## src/source/fx2_pkg.sv

```systemverilog
//------------------------------
// FX2 receive path definitions
// Endpoint codes, packet states, frame
// constants and the payload types shared
// by the slave-FIFO receive logic
//------------------------------

package fx2_pkg;

    // Only the two OUT endpoints remain, so one bit selects between them
    // and the FX2 sees address 00 for EP2 and 01 for EP4
    typedef enum logic {
        EP_SEL_EP2 = 1'b0,
        EP_SEL_EP4 = 1'b1
    } ep_sel_t;

    // Progress through one frame on one endpoint
    typedef enum logic [2:0] {
        PKT_WAITING    = 3'd0,
        PKT_HDR_ID     = 3'd1,
        PKT_HDR_LEN_HI = 3'd2,
        PKT_HDR_LEN_LO = 3'd3,
        PKT_DATA       = 3'd4,
        PKT_DONE       = 3'd5
    } packet_state_t;

    // Number of tracking-FIFO write ports fed from EP2
    localparam int NUM_EP2_PORTS = 4;

    // Every frame opens with this byte
    localparam logic [7:0] HEADER_BYTE = 8'hFF;

    // Command id presented to the decoder until a real command arrives
    localparam logic [7:0] COMMAND_NOP = 8'h38;

    // One byte as moved across the FX2 slave FIFO bus
    typedef logic [7:0] usb_byte_t;

    // Frame length taken from the two length bytes of the header
    typedef logic [15:0] pkt_len_t;

    // Index of an EP2 tracking-FIFO write port
    typedef logic [$clog2(NUM_EP2_PORTS)-1:0] ep2_port_t;

    // Command id carried in the id byte of an EP4 frame
    typedef logic [7:0] cmd_id_t;

endpackage

```

## src/source/fx2_rx_if.sv

```systemverilog
//------------------------------
// Per-byte receive bus
// Carries the selected endpoint, its frame
// state and the byte being taken from the FX2
//------------------------------
`timescale 1ns/1ps

interface fx2_rx_if;
    import fx2_pkg::*;

    // Endpoint currently addressed on the FX2
    ep_sel_t       ep_sel;

    // Frame state of the addressed endpoint only
    packet_state_t state;

    // High when usb_slrd is low, so the byte is consumed at the coming edge
    logic          byte_taken;

    // FX2 output data, valid whenever byte_taken is high
    usb_byte_t     rx_byte;

    // The scheduler owns the whole bus
    modport sched (
        output ep_sel,
        output state,
        output byte_taken,
        output rx_byte
    );

    // Header capture, byte counters and the EP2 writer only listen
    modport sink (
        input ep_sel,
        input state,
        input byte_taken,
        input rx_byte
    );

endinterface

```

## src/source/endpoint_scheduler.sv

```systemverilog
//------------------------------
// Endpoint scheduler
// Alternates between EP2 and EP4, tracks the
// frame state of each and drives the FX2 read
// strobe and address
//------------------------------
`timescale 1ns/1ps

module endpoint_scheduler (
    input  logic                usb_ifclk,
    input  logic                reset,
    input  logic                usb_ep2_empty,
    input  logic                usb_ep4_empty,
    input  fx2_pkg::usb_byte_t  usb_data_out,
    input  logic                cmd_in_read,
    input  logic                ep2_last_byte,
    input  logic                ep4_last_byte,
    input  logic                ep2_len_zero,
    input  logic                ep4_len_zero,
    output logic                usb_slrd,
    output logic [1:0]          usb_addr,
    output logic                cmd_in_ready,
    fx2_rx_if.sched             rx
);
    import fx2_pkg::*;

    // Endpoint being serviced and the frame state kept for each endpoint
    ep_sel_t       ep_sel;
    packet_state_t pkt_state [2];

    packet_state_t cur_state;
    packet_state_t next_state;
    ep_sel_t       next_sel;
    ep_sel_t       other_ep;
    logic          sel_empty;
    logic          cmd_hold;
    logic          byte_taken;
    logic          sel_last_byte;
    logic          sel_len_zero;

    // Everything below is seen through the selected endpoint
    assign cur_state     = pkt_state[ep_sel];
    assign other_ep      = (ep_sel == EP_SEL_EP2) ? EP_SEL_EP4 : EP_SEL_EP2;
    assign sel_empty     = (ep_sel == EP_SEL_EP2) ? usb_ep2_empty : usb_ep4_empty;
    assign sel_last_byte = (ep_sel == EP_SEL_EP2) ? ep2_last_byte : ep4_last_byte;
    assign sel_len_zero  = (ep_sel == EP_SEL_EP2) ? ep2_len_zero : ep4_len_zero;

    // The command decoder paces EP4 data with its read level
    assign cmd_hold = (ep_sel == EP_SEL_EP4) && (cur_state == PKT_DATA) && !cmd_in_read;

    // Read whenever there is a byte and somewhere to put it
    assign byte_taken = !sel_empty && (cur_state != PKT_DONE) && !cmd_hold;
    assign usb_slrd   = !byte_taken;
    assign usb_addr   = {1'b0, ep_sel};

    // EP4 holds the selection for the whole data phase, so its own state is enough
    assign cmd_in_ready = (pkt_state[EP_SEL_EP4] == PKT_DATA);

    assign rx.ep_sel     = ep_sel;
    assign rx.state      = cur_state;
    assign rx.byte_taken = byte_taken;
    assign rx.rx_byte    = usb_data_out;

    always_comb begin
        next_state = cur_state;
        next_sel   = ep_sel;
        case (cur_state)
            PKT_WAITING: begin
                // Junk bytes and an empty endpoint both end this visit
                if (byte_taken && (usb_data_out == HEADER_BYTE)) begin
                    next_state = PKT_HDR_ID;
                end else begin
                    next_state = PKT_DONE;
                end
            end
            // Header reads give way to the other endpoint when this one runs dry
            PKT_HDR_ID: begin
                if (byte_taken) begin
                    next_state = PKT_HDR_LEN_HI;
                end else begin
                    next_sel = other_ep;
                end
            end
            PKT_HDR_LEN_HI: begin
                if (byte_taken) begin
                    next_state = PKT_HDR_LEN_LO;
                end else begin
                    next_sel = other_ep;
                end
            end
            PKT_HDR_LEN_LO: begin
                // An empty frame has no data phase at all
                if (byte_taken) begin
                    next_state = sel_len_zero ? PKT_DONE : PKT_DATA;
                end else begin
                    next_sel = other_ep;
                end
            end
            PKT_DATA: begin
                // No endpoint switch here, the frame is finished first
                if (byte_taken && sel_last_byte) begin
                    next_state = PKT_DONE;
                end
            end
            PKT_DONE: begin
                next_state = PKT_WAITING;
                next_sel   = other_ep;
            end
            default: begin
                next_state = PKT_WAITING;
            end
        endcase
    end

    always_ff @(posedge usb_ifclk) begin
        if (reset) begin
            ep_sel                <= EP_SEL_EP2;
            pkt_state[EP_SEL_EP2] <= PKT_WAITING;
            pkt_state[EP_SEL_EP4] <= PKT_WAITING;
        end else begin
            // Only the selected endpoint advances; the other keeps its progress
            pkt_state[ep_sel] <= next_state;
            ep_sel            <= next_sel;
        end
    end

    // The FX2 must never be strobed on the endpoint that its address selects while empty
    a_no_read_when_empty : assert property (@(posedge usb_ifclk) disable iff (reset)
        !usb_slrd |-> !((usb_addr == 2'b00) ? usb_ep2_empty : usb_ep4_empty));

endmodule

```

## src/source/ep2_fifo_writer.sv

```systemverilog
//------------------------------
// EP2 tracking-FIFO writer
// Registers each EP2 data byte with a
// one-hot write to the frame's port
//------------------------------
`timescale 1ns/1ps

module ep2_fifo_writer (
    input  logic                                usb_ifclk,
    input  logic                                reset,
    fx2_rx_if.sink                              rx,
    input  fx2_pkg::ep2_port_t                  port_index,
    output fx2_pkg::usb_byte_t                  ep2_port_data,
    output logic [fx2_pkg::NUM_EP2_PORTS-1:0]   ep2_port_write
);
    import fx2_pkg::*;

    // An EP2 data byte is consumed at this edge
    logic take;

    assign take = (rx.ep_sel == EP_SEL_EP2) && (rx.state == PKT_DATA) && rx.byte_taken;

    // The byte that goes out with each write pulse
    always_ff @(posedge usb_ifclk) begin
        if (take) begin
            ep2_port_data <= rx.rx_byte;
        end
    end

    always_ff @(posedge usb_ifclk) begin
        if (reset) begin
            ep2_port_write <= '0;
        end else begin
            // One pulse per byte, on the port named by the frame id
            for (int p = 0; p < NUM_EP2_PORTS; p++) begin
                ep2_port_write[p] <= take && (port_index == ep2_port_t'(p));
            end
        end
    end

    a_write_onehot : assert property (@(posedge usb_ifclk) disable iff (reset)
        $onehot0(ep2_port_write));

endmodule

```

## src/source/fx2_inbound.sv

```systemverilog
//------------------------------
// FX2 slave-FIFO receive path
// Reads framed EP2 sample data into the
// tracking FIFOs and EP4 commands into the
// command decoder
//------------------------------
`timescale 1ns/1ps

module fx2_inbound (
    input  logic                                usb_ifclk,
    input  logic                                reset,
    input  fx2_pkg::usb_byte_t                  usb_data_out,
    input  logic                                usb_ep2_empty,
    input  logic                                usb_ep4_empty,
    input  logic                                cmd_in_read,
    output logic                                usb_slrd,
    output logic [1:0]                          usb_addr,
    output fx2_pkg::usb_byte_t                  ep2_port_data,
    output logic [fx2_pkg::NUM_EP2_PORTS-1:0]   ep2_port_write,
    output fx2_pkg::cmd_id_t                    cmd_in_id,
    output fx2_pkg::pkt_len_t                   cmd_in_length,
    output fx2_pkg::usb_byte_t                  cmd_in_data,
    output logic                                cmd_in_ready
);
    import fx2_pkg::*;

    // Per-endpoint header fields and data-phase flags
    ep2_port_t ep2_port_index;
    pkt_len_t  ep2_length;
    logic      ep2_len_zero;
    logic      ep4_len_zero;
    logic      ep2_last_byte;
    logic      ep4_last_byte;

    fx2_rx_if rx_bus ();

    endpoint_scheduler u_scheduler (
        .usb_ifclk     (usb_ifclk),
        .reset         (reset),
        .usb_ep2_empty (usb_ep2_empty),
        .usb_ep4_empty (usb_ep4_empty),
        .usb_data_out  (usb_data_out),
        .cmd_in_read   (cmd_in_read),
        .ep2_last_byte (ep2_last_byte),
        .ep4_last_byte (ep4_last_byte),
        .ep2_len_zero  (ep2_len_zero),
        .ep4_len_zero  (ep4_len_zero),
        .usb_slrd      (usb_slrd),
        .usb_addr      (usb_addr),
        .cmd_in_ready  (cmd_in_ready),
        .rx            (rx_bus.sched)
    );

    // EP2 id picks the tracking-FIFO port
    packet_header_capture #(
        .OWN_EP   (EP_SEL_EP2),
        .id_t     (ep2_port_t),
        .ID_RESET (ep2_port_t'(0))
    ) u_ep2_header (
        .usb_ifclk (usb_ifclk),
        .reset     (reset),
        .rx        (rx_bus.sink),
        .id        (ep2_port_index),
        .length    (ep2_length),
        .len_zero  (ep2_len_zero)
    );

    // EP4 header goes straight to the command decoder
    packet_header_capture #(
        .OWN_EP   (EP_SEL_EP4),
        .id_t     (cmd_id_t),
        .ID_RESET (COMMAND_NOP)
    ) u_ep4_header (
        .usb_ifclk (usb_ifclk),
        .reset     (reset),
        .rx        (rx_bus.sink),
        .id        (cmd_in_id),
        .length    (cmd_in_length),
        .len_zero  (ep4_len_zero)
    );

    packet_byte_counter #(
        .OWN_EP (EP_SEL_EP2)
    ) u_ep2_counter (
        .usb_ifclk (usb_ifclk),
        .reset     (reset),
        .rx        (rx_bus.sink),
        .length    (ep2_length),
        .last_byte (ep2_last_byte)
    );

    packet_byte_counter #(
        .OWN_EP (EP_SEL_EP4)
    ) u_ep4_counter (
        .usb_ifclk (usb_ifclk),
        .reset     (reset),
        .rx        (rx_bus.sink),
        .length    (cmd_in_length),
        .last_byte (ep4_last_byte)
    );

    ep2_fifo_writer u_ep2_writer (
        .usb_ifclk      (usb_ifclk),
        .reset          (reset),
        .rx             (rx_bus.sink),
        .port_index     (ep2_port_index),
        .ep2_port_data  (ep2_port_data),
        .ep2_port_write (ep2_port_write)
    );

    // The decoder samples FX2 data in the same cycle as its read level
    assign cmd_in_data = usb_data_out;

endmodule

```

## src/source/packet_byte_counter.sv

```systemverilog
//------------------------------
// Data byte counter
// Counts the data bytes of a frame on one
// endpoint and flags the final byte
//------------------------------
`timescale 1ns/1ps

module packet_byte_counter #(
    parameter fx2_pkg::ep_sel_t OWN_EP = fx2_pkg::EP_SEL_EP2
) (
    input  logic              usb_ifclk,
    input  logic              reset,
    fx2_rx_if.sink            rx,
    input  fx2_pkg::pkt_len_t length,
    output logic              last_byte
);
    import fx2_pkg::*;

    // Bytes of the current frame already taken
    pkt_len_t count;
    logic     own;

    assign own = (rx.ep_sel == OWN_EP);

    always_ff @(posedge usb_ifclk) begin
        if (reset) begin
            count <= '0;
        end else if (own && rx.byte_taken) begin
            // A fresh frame starts as its lower length byte is taken
            if (rx.state == PKT_HDR_LEN_LO) begin
                count <= '0;
            end else if (rx.state == PKT_DATA) begin
                count <= count + pkt_len_t'(1);
            end
        end
    end

    // The byte on the bus right now is the last one of the frame
    assign last_byte = ((count + pkt_len_t'(1)) == length);

    // The scheduler must leave the data phase before the count reaches the length
    a_count_in_range : assert property (@(posedge usb_ifclk) disable iff (reset)
        (own && (rx.state == PKT_DATA)) |-> (count < length));

endmodule

```

## src/source/packet_header_capture.sv

```systemverilog
//------------------------------
// Frame header capture
// Holds the id and length of frames on one
// endpoint, loaded byte by byte from the bus
//------------------------------
`timescale 1ns/1ps

module packet_header_capture #(
    parameter fx2_pkg::ep_sel_t OWN_EP = fx2_pkg::EP_SEL_EP2,
    parameter type id_t = fx2_pkg::ep2_port_t,
    parameter id_t ID_RESET = id_t'(0)
) (
    input  logic              usb_ifclk,
    input  logic              reset,
    fx2_rx_if.sink            rx,
    output id_t               id,
    output fx2_pkg::pkt_len_t length,
    output logic              len_zero
);
    import fx2_pkg::*;

    // A header byte belongs here only when our endpoint is the one addressed
    logic take;

    assign take = (rx.ep_sel == OWN_EP) && rx.byte_taken;

    always_ff @(posedge usb_ifclk) begin
        if (reset) begin
            id     <= ID_RESET;
            length <= '0;
        end else if (take) begin
            case (rx.state)
                // The id keeps only the low bits that the id type can hold
                PKT_HDR_ID: begin
                    id <= id_t'(rx.rx_byte);
                end
                PKT_HDR_LEN_HI: begin
                    length[15:8] <= rx.rx_byte;
                end
                PKT_HDR_LEN_LO: begin
                    length[7:0] <= rx.rx_byte;
                end
                default: begin
                    // Data and idle states leave the header alone
                    id <= id;
                end
            endcase
        end
    end

    // Looks ahead at the lower length byte on the bus so the scheduler can
    // skip the data phase in the same cycle that this byte is taken
    assign len_zero = (length[15:8] == 8'h00) && (rx.rx_byte == 8'h00);

endmodule
```

## config.mk

```make
export PLATFORM = sky130hd
export DESIGN_NAME = fx2_inbound
export DESIGN_NICKNAME = d
export VERILOG_FILES = /design/src/source/fx2_pkg.sv /design/src/source/fx2_rx_if.sv /design/src/source/endpoint_scheduler.sv /design/src/source/ep2_fifo_writer.sv /design/src/source/fx2_inbound.sv /design/src/source/packet_byte_counter.sv /design/src/source/packet_header_capture.sv
export SDC_FILE = /design/constraint.sdc
export NUM_CORES = 1
export LEC_CHECK = 0
export BUFFER_PORTS_ARGS = -buffer_cell sky130_fd_sc_hd__buf_2
export CAP_MARGIN = 20
export CORE_UTILIZATION = 40
export DETAILED_ROUTE_END_ITERATION = 8
export GPL_TIMING_DRIVEN = 0
export PLACE_DENSITY_LB_ADDON = 0.25
export SETUP_SLACK_MARGIN = 0.4
export SYNTH_ARGS = -nofsm -noshare
export SYNTH_HDL_FRONTEND = slang
export SYNTH_SLANG_ARGS = --single-unit
```

## constraint.sdc

```tcl
create_clock -name usb_ifclk -period 2.23 [get_ports usb_ifclk]
set_clock_uncertainty 0.15 [all_clocks]
set_input_delay 0.5575 -clock usb_ifclk [delete_from_list [all_inputs] [get_ports usb_ifclk]]
set_output_delay 0.5575 -clock usb_ifclk [all_outputs]
set_load 0.05 [all_outputs]
```

---- After elaboration in Yosys (flattened, before gate mapping) ----
Memories as Yosys holds them, arrays and structs flattened. A register that Yosys moved wholly into a read port is not among the register bits.
Cells that the tools add are included.
W data, S select, Z words.
cells by class
  $add $sub $neg .......................... 2
  multiply operators ...................... 0
  divide/modulo/power cells ............... 0
  magnitude comparators ................... 0
  equal/unequal tests ..................... 14
  shift-type cells ........................ 0
  mux-type cells .......................... 25
  bitwise logic cells ..................... 1
  reductions and logical operators ........ 38
operators by type and width
  operator                 number
  $mux W16                 4
  $add A16 B1 Y16 const B  2
  $eq A16 B16 Y1           2
  $logic_not A8 Y1         3
  $mux W3                  6
  $reduce_and A2 Y1        9
  $logic_and A1 B1 Y1      16
  $pmux W3 S5              1
  $mux W1                  13
  $eq A3 B3 Y1 const B     3
  $eq A8 B8 Y1 const B     1
  $eq A3 B2 Y1 const B     2
  $reduce_or A3 Y1         2
  $eq A2 B2 Y1 const B     2
  $logic_not A1 Y1         4
  $reduce_bool A2 Y1       2
  $eq A3 B1 Y1 const B     1
  $logic_not A3 Y1         1
  $ne A3 B3 Y1 const B     1
  $eq A2 B1 Y1 const B     1
  $logic_not A2 Y1         1
  $ne A2 B2 Y1 const B     1
  $pmux W1 S2              1
  $not A1 Y1               1
storage, ports and cells
  bits in registers ....................... 87
  latch bits .............................. 0
  RAM bits ................................ 6
  memory bits (read-only) ................. 0
  input bits .............................. 13
  output and inout port bits .............. 48
  logic and storage cells ................. 92
  memories ................................ 1
memory list
  name                   words  bits a word  read ports  clocked after memory_dff  write ports  RTL line                  text
  u_scheduler.pkt_state  2      3            2           1                         2            endpoint_scheduler.sv:29  packet_state_t pkt_state [2];

---- Longest topological paths before layout ----
Gate-level depths: netlist of run 1.
  depth in word-level cells ............... 9
  mapped depth ............................ 9
  gate-level depth less buffers ........... 8

---- By module ----
A second synthesis of run 1 with hierarchy kept.
second synthesis, totals
  cells, all modules ...................... 653
  area, all modules ....................... 5656.7 µm²
modules (own cells, without submodules)
  module                                times used  cells each  area an instance (µm²)  sequential area each (µm²)
  packet_byte_counter (u_ep2_counter)   1           189         1398.8                  320.3
  packet_byte_counter (u_ep4_counter)   1           176         1288.7                  320.3
  packet_header_capture (u_ep4_header)  1           112         1054.8                  480.5
  packet_header_capture (u_ep2_header)  1           79          820.8                   360.3
  endpoint_scheduler                    1           67          645.6                   220.2
  ep2_fifo_writer                       1           22          387.9                   320.3
  fx2_inbound                           1           8           60.1                    0.0

---- Worst setup path before layout of run 1 ----
No wires, ideal clock.
  path type ............................... flip-flop to flip-flop
  from .................................... register (tool-made name)
  to ...................................... memory u_scheduler.pkt_state[1][2] (netlist name) (data pin)
  setup time .............................. 0.260 ns
  data arrival time ....................... 2.245 ns
  data required time ...................... 1.820 ns
  path slack .............................. -0.425 ns
  stages on the path, launching flop included .. 9
  buffers on the path ..................... 1
  clock period less this slack ............ 2.655 ns
  cells stage by stage .................... dfxtp_1 > buf_4 > mux2i_4 > o21a_1 > o22ai_1 > or2_1 > or3_1 > a31oi_1 > nor2_1
RTL lines
  item           RTL line
  end, declared  endpoint_scheduler.sv:29

==> results of run 1 <==
-- timing repair --
item | in CTS | in global routing
gates resized for setup | 212 | 87
setup endpoints to repair | 104 | 103
setup buffers | 66 | 4
pin swaps | 93 | 45
gates cloned | 6 | 1
-- area by class of cell --
type                       count  area, um2  area share (%)
multi-input combinational    457       3720           46.66
sequential                    94       2082           26.12
timing repair buffer         135       1190           14.93
buffer                        48      439.2           5.509
clock buffer                  13      270.3           3.390
tap                          172      215.2           2.700
inverter                       8      30.03          0.3767
clock inverter                 3      25.02          0.3139
-- worst min path at each step --
| stage | to | slack (ps) | depth (start not counted) | startpoint |
|---|---|---|---|---|
| 2_1_floorplan | u_ep2_header.length[7] | 300 | 2 | u_ep2_header.length[7] |
| 3_3_place_gp | u_ep4_header.id[5] | 290 | 1 | u_ep4_header.id[5] |
| 3_5_place_dp | u_ep4_header.id[3] | 300 | 1 | u_ep4_header.id[3] |
| 4_1_cts | u_ep2_writer.ep2_port_data[1] | 270 | 1 | usb_data_out[1] |
| 5_1_grt | u_ep2_writer.ep2_port_data[1] | 270 | 1 | usb_data_out[1] |
| 6_report | u_ep2_writer.ep2_port_data[1] | 280 | 1 | usb_data_out[1] |
-- state kept, by name, summed over array words and instances, names as in the netlist, named ones only --
register	cells
u_ep2_counter.count	16
u_ep2_header.length	16
u_ep4_counter.count	16
u_ep4_header.length	16
u_ep2_writer.ep2_port_data	8
u_ep4_header.id	8
u_scheduler.pkt_state	6
u_ep2_writer.ep2_port_write	4
u_ep2_header.id	2
u_scheduler.rx.ep_sel	1
-- metrics by stage --
step,area [um2],hold slack (ps),std cells,worst slack (ps)
after global routing,7971,274.8,930,-211.4
after CTS,7566,273.2,925,-113.4
after global placement,5868,292.4,837,-390.3
after floorplan,5363,297.8,607,-20.10
after detailed placement,5868,298.0,837,-433.0
final,7971,276.3,930,-142.2
-- report_power, final --
group / internal [mW] / switching [mW] / leakage, nW / total (mW)
combinational: 1.28 / 1.46 / 2.18 / 2.75
clock: 0.858 / 0.696 / 0.143 / 1.55
sequential: 1.84 / 0.108 / 0.802 / 1.95
total: 3.98 / 2.27 / 3.13 / 6.25
-- per-layer routing --
metal  vias up  GRT usage [%]
met4         0          9.658
met5         -              0
li1       2490              -
met2       209          44.87
met3        37          6.485
met1      2600          36.14
-- logic make-up (layout without fill, tap and decap cells) --
group           count (synthesis)  count (layout)  synth area share [%]
fa+ha+maj                       2               2                0.4834
mux                            33              33                 6.647
simple gates                  251             251                 26.86
flops                          94              94                 39.06
other cells                     1               1               0.07245
buf+inv                        56             207                 5.294
compound gates                132             132                 15.16
xor+xnor                       38              38                 6.430
-- cells in the final DEF, fill, tap and decap left out, drive strengths merged, types with 4 or more instances in the layout --
cell type / instances
a211oi: 4
buf: 148
edfxtp: 14
nor2: 75
or4: 5
a31oi: 7
clkbuf: 48
nand3: 37
xor2: 11
nand4: 11
nor2b: 7
mux2i: 32
nand2b: 5
nor3: 11
o21ai: 36
nand2: 30
inv: 10
and4: 4
dfxtp: 80
xnor2: 27
nor4: 10
nand3b: 12
a211o: 4
and2: 7
or3: 14
o2111ai: 4
and3: 13
a21oi: 59
==> impl_metrics.tcl, run 1 <==
set metrics [dict create \
    netlist.area_leader.share_pct 30.94 \
    synthCells 607 \
    top_layer "met4" \
    arrival_ps 2420 \
    synth_warnings 0 \
    die_y_um 115.8 \
    cts_root_buf "clkbuf_16" \
    slew_headroom_pct 43.59 \
    fillCellCount 1014 \
    routed_wirelength_um 18150 \
    clk_pin_slew_ps 80 \
    die-area_mm2 0.01340 \
    worst_slack_ps -142.2 \
    rsz0062_at_grt "yes" \
    htree_levels 3 \
    fin_util_pct 63.17 \
    critical_path.max_fanout 6 \
    slew_viol_final 0 \
    crit_start "u_ep2_counter.count[0]" \
    vdd_drop_max_v 0.0004246 \
    grt_start_max_net_pins 17 \
    layout-drive-gt1-share_pct 47.49 \
    drv_cap 0 \
    io_buffers 58 \
    drc 0 \
    r2r_start "u_ep2_counter.count[0]" \
    design.core.area_mm2 0.01262 \
    post-synth-top-count-cell "dfxtp_1" \
    hold_viol_final 0 \
    yosysSeqAreaShare_pct 39.06 \
    setup.worst_path.end_class "register" \
    wl_met3_um 1220 \
    cts_tree "built" \
    cp-start-kind "register" \
    tightest_slew_ps 846.2 \
    async_flop_share_pct 0 \
    tns_ps -307.4 \
    insertion_delay_ps 360 \
    ys_ff_latch 94 \
    worst-path-stages 9 \
    fin_crit_ps 2372 \
    slowest_stage "or4_1" \
    slowest_delay_ps 410 \
    grt_use_total_pct 27.67 \
    p_total_mw 6.251 \
    violations "setup timing" \
    reg2reg_slack_ps -140 \
    antenna_found_initial 0 \
    die_w_um 115.8 \
    status "finished with violations" \
    synth.top_cells.by_count "80 x dfxtp_1, 72 x nor2_1, 59 x a21oi_1, 37 x nand3_1, 35 x o21ai_0" \
    antennaDiodeCount 0 \
    synth-edff-count 14 \
    rr_endpoint "u_scheduler.pkt_state[0][0]" \
    area_growth_pct 54.00 \
    worst_path_most_repeated_cell "and3_4" \
    cts_buffer_depth 2 \
    cp_cell_sequence "buf_4 -> ha_4 -> and3_4 -> and2_4 -> and3_4 -> or4_1 -> nand4_1 -> nand3_1 -> o31ai_2" \
    vias_per_cell 5.738 \
    start_util_pct 41.02 \
    setup.worst_path.end "u_scheduler.pkt_state[0][0]" \
    wl_per_cell_um 19.52 \
    synth_area_leaders "dfxtp_1 31%, edfxtp_1 8.1%, mux2i_1 6.0%" \
    crit_buf_inv 1 \
    grt_pass1_vias 5289 \
    gp_congestion 0.8764 \
    grt_pass1_wl_um 27770 \
    ios 61 \
    yosys.area.top_type "dfxtp_1" \
    crit_type "reg -> reg" \
    required_ps 2270 \
    p_leak_nw 3.126 \
    num_rows 41 \
    ant_nets 0 \
    vias 5336 \
    critical_path.top_delay_family "simple AND/OR/NAND/NOR gates" \
    ys.flop_type "dfxtp_1" \
    cts_made_buffers 9 \
    min_period_over_period_pct 106.4 \
    setup_violations 6 \
    final_nets 768 \
    dp_hpwl_um 11310 \
    drt_iter0_markers 415 \
    fmax_ghz 0.4215 \
    wl_met2_um 8558 \
    syn_avg_cell_area_um2 8.528 \
    syn_nets 622 \
    power_density_mw_per_mm2 784.2 \
    hold_buffers 0 \
    cts.sinks 94 \
    hold_class "in -> reg" \
    drtPass1Iterations 5 \
    synth_cell_types 72 \
    rr_worst_depth 9 \
    m1WireLength_um 7948 \
    grt.overflow.total 0 \
    syn_area_mm2 0.005176 \
]
Note: power is estimated with default switching activity, not from simulation.
==> inputs of run 2 (changes only) <==
--- a/config.mk
+++ b/config.mk
@@ -14,4 +14,5 @@
 export SETUP_SLACK_MARGIN = 0.4
 export SYNTH_ARGS = -nofsm -noshare
 export SYNTH_HDL_FRONTEND = slang
+export SYNTH_HIERARCHICAL = 1
 export SYNTH_SLANG_ARGS = --single-unit
==> run 2 against run 1 <==
Net effect:
- the flow still finishes with violations (setup timing)
- hold slack improved by 49 ps
- worst setup slack got worse by 440 ps
- register-to-register slack got worse by 440 ps
- global-route usage fell by 3.8 points
- sequential power rose by 3%
- clock-buffer cell count fell by 3
- wire length fell by 1.5%
- largest power group unchanged
- area after synthesis rose by 9.3%
- synthesized cell count rose by 7.6%
- maximum frequency fell by 16%
- critical path depth rose by 1
- cell area rose by 1.3%
==> impl_metrics.tcl, run 2 <==
set metrics [dict create \
    status "finished with violations" \
    violations "setup timing" \
    ys_ff_latch 94 \
    switching_share_pct 36.15 \
    wl_per_cell_um 18.44 \
    start_util_pct 40.91 \
    setup.worst_path.end_class "register" \
    crit_type "reg -> reg" \
    die_w_um 120.9 \
    tightest_slew_ps 600.4 \
    wl_met3_um 751 \
    min_period_over_period_pct 126.2 \
    dpl_cell_area_mm2 0.006466 \
    p_switching_mw 2.229 \
    crit_start "u_ep2_counter/count[9]" \
    cts_made_buffers 9 \
    grt_start_max_net_pins 24 \
    cts_tree "built" \
    drv_cap 0 \
    rr_worst_depth 10 \
    fin_util_pct 58.39 \
    clk_pin_slew_ps 70 \
    final_cell_mix "66 x dfxtp_1, 56 x nand2b_1, 53 x buf_4" \
    grt_use_total_pct 23.83 \
    instances_no_fill 969 \
    grt_pass1_wl_um 27080 \
    final_nets 799 \
    fin_area_mm2 0.008074 \
    slew_viol_final 0 \
    vdd_drop_max_v 0.0004644 \
    p_int_mw 3.938 \
    worst_slack_ps -583.3 \
    required_ps 2280 \
    syn_avg_cell_area_um2 8.663 \
    synth_cell_types 77 \
    p_total_mw 6.167 \
    fin_crit_ps 2813 \
    pre_cts_ws_ps -849.8 \
    async_flop_share_pct 0 \
    r2r_start "u_ep2_counter/count[9]" \
    rr_endpoint "u_scheduler/pkt_state[0][0]" \
    insertion_delay_ps 350 \
    whs_endpoint "u_ep4_header/id[0]" \
    fmax_ghz 0.3555 \
    p_leak_nw 3.199 \
    synthCells 653 \
    cts.sinks 94 \
    io_buffers 59 \
    vias_per_cell 5.683 \
    drt_iter0_markers 488 \
    synth.top_cells.by_count "80 x dfxtp_1, 57 x nand2b_1, 50 x nor2_1, 49 x o21ai_0, 41 x a21oi_1" \
    die_y_um 120.9 \
    synth_area_leaders "dfxtp_1 28%, edfxtp_1 7.4%, mux2i_1 6.7%" \
    arrival_ps 2870 \
    num_rows 43 \
    rsz0062_at_grt "yes" \
    die-area_mm2 0.01462 \
    pwr-share-seq_pct 32.4 \
    slew_headroom_pct 59.97 \
    area_growth_pct 42.73 \
    setup_violations 75 \
    post-synth-top-count-cell "dfxtp_1" \
    yosys.area.top_type "dfxtp_1" \
    drc 0 \
    comb_power_share_pct 39.7 \
    ys.flop_type "dfxtp_1" \
    antennaDiodeCount 0 \
    ant_nets 0 \
    gp_congestion 0.8984 \
    htree_levels 3 \
    min_from "u_ep4_header/id[0]" \
    dp_hpwl_um 11420 \
    hold_viol_final 0 \
    syn_nets 668 \
    whs_ps 324.9 \
    clkPwrFrac_pct 27.9 \
    netlist.area_leader.share_pct 28.31 \
    hold_class "reg -> reg" \
    routed_wirelength_um 17870 \
    layout_commonest_cell "dfxtp_1" \
    m1WireLength_um 8071 \
    tns_ps -6110 \
    grt.overflow.total 0 \
    cp-start-kind "register" \
    critical_path.max_fanout 9 \
    design.core.area_mm2 0.01383 \
    yosysSeqAreaShare_pct 35.74 \
    synth_warnings 6 \
    vias 5507 \
    grt_pass1_vias 5161 \
    cts_root_buf "clkbuf_16" \
    reg2reg_slack_ps -580 \
    ios 61 \
    hold_path_depth 2 \
    antenna_found_initial 0 \
    dp.cells 892 \
    layout-drive-gt1-share_pct 40.94 \
    top_layer "met4" \
    power_density_mw_per_mm2 763.9 \
    syn_area_mm2 0.005657 \
    wl_met2_um 8688 \
    hold_buffers 0 \
    drtPass1Iterations 5 \
    synth-edff-count 14 \
    cts_buffer_depth 2 \
]
-- run 2: cell types whose count changed in the layout (fill, tap and decap cells not counted), moves of 10 or more --
cell      previous run  this run
nand2b_1             4        56
nor2_1              65        34
nand3_1             24         6
dfxtp_1             50        66
o21ai_0              8        23
dfxtp_2             21         9
a21oi_1             33        23
buf_2               41        51
-- run 2: power by group through the flow --
stage,combinational [mW],sequential [mW],clock (mW)
floorplan,1.09,2.17,0
global placement,1.53,2.06,0
detailed placement,1.56,2.06,0
CTS,2.19,1.99,1.76
global route,2.58,2.01,1.83
finish,2.45,2.00,1.72
-- run 2: cell type report --
type | count | area (um2)
Buffer | 60 | 544.3
Timing Repair Buffer | 120 | 929.6
Inverter | 7 | 33.78
Sequential cell | 94 | 2052
Clock buffer | 10 | 229.0
Clock inverter | 6 | 100.1
Fill cell | 1147 | 5753
Multi-Input combinational cell | 492 | 3960
Tap cell | 180 | 225.2
-- run 2: worst max path at each step --
stage                     slack, ps                          end
final                          -580  u_scheduler/pkt_state[0][0]
after detailed placement       -850  u_scheduler/pkt_state[0][0]
after CTS                      -620  u_scheduler/pkt_state[0][0]
after global placement         -820  u_scheduler/pkt_state[0][0]
after floorplan                -390  u_scheduler/pkt_state[0][0]
after global routing           -680  u_scheduler/pkt_state[0][0]
-- run 2: kinds of logic after synthesis --
group / share of synthesized area, %
AO/OA/AOI/OAI: 13.71
XOR/XNOR: 6.813
adder cells (fa/ha/maj): 0.4423
buffers and inverters: 6.591
flip-flops: 35.74
multiplexers: 7.808
other: 0.06629
AND/OR/NAND/NOR: 28.82
-- run 2: repair_timing --
action,4_1_cts,5_1_grt
gates resized for setup,119,79
pin swaps,46,36
setup buffers,42,13
endpoints found under the setup margin,97,102
cloned,5,1
-- run 2: critical path, stage by stage (launching register included) --
cell and delay, ps:
dfxtp_1 320, clkbuf_4 190, nand4_1 160, buf_4 190, nor4_4 240, nand3_2 160
xnor2_2 190, o21ai_1 130, a2111oi_4 330, or4b_4 510, o22ai_2 100
-- run 2: metal layers --
layer | up-vias | GRT usage, %
met2 | 177 | 39.00
met3 | 29 | 4.605
met1 | 2705 | 31.63
met4 | 0 | 7.176
li1 | 2596 | -
met5 | - | 0
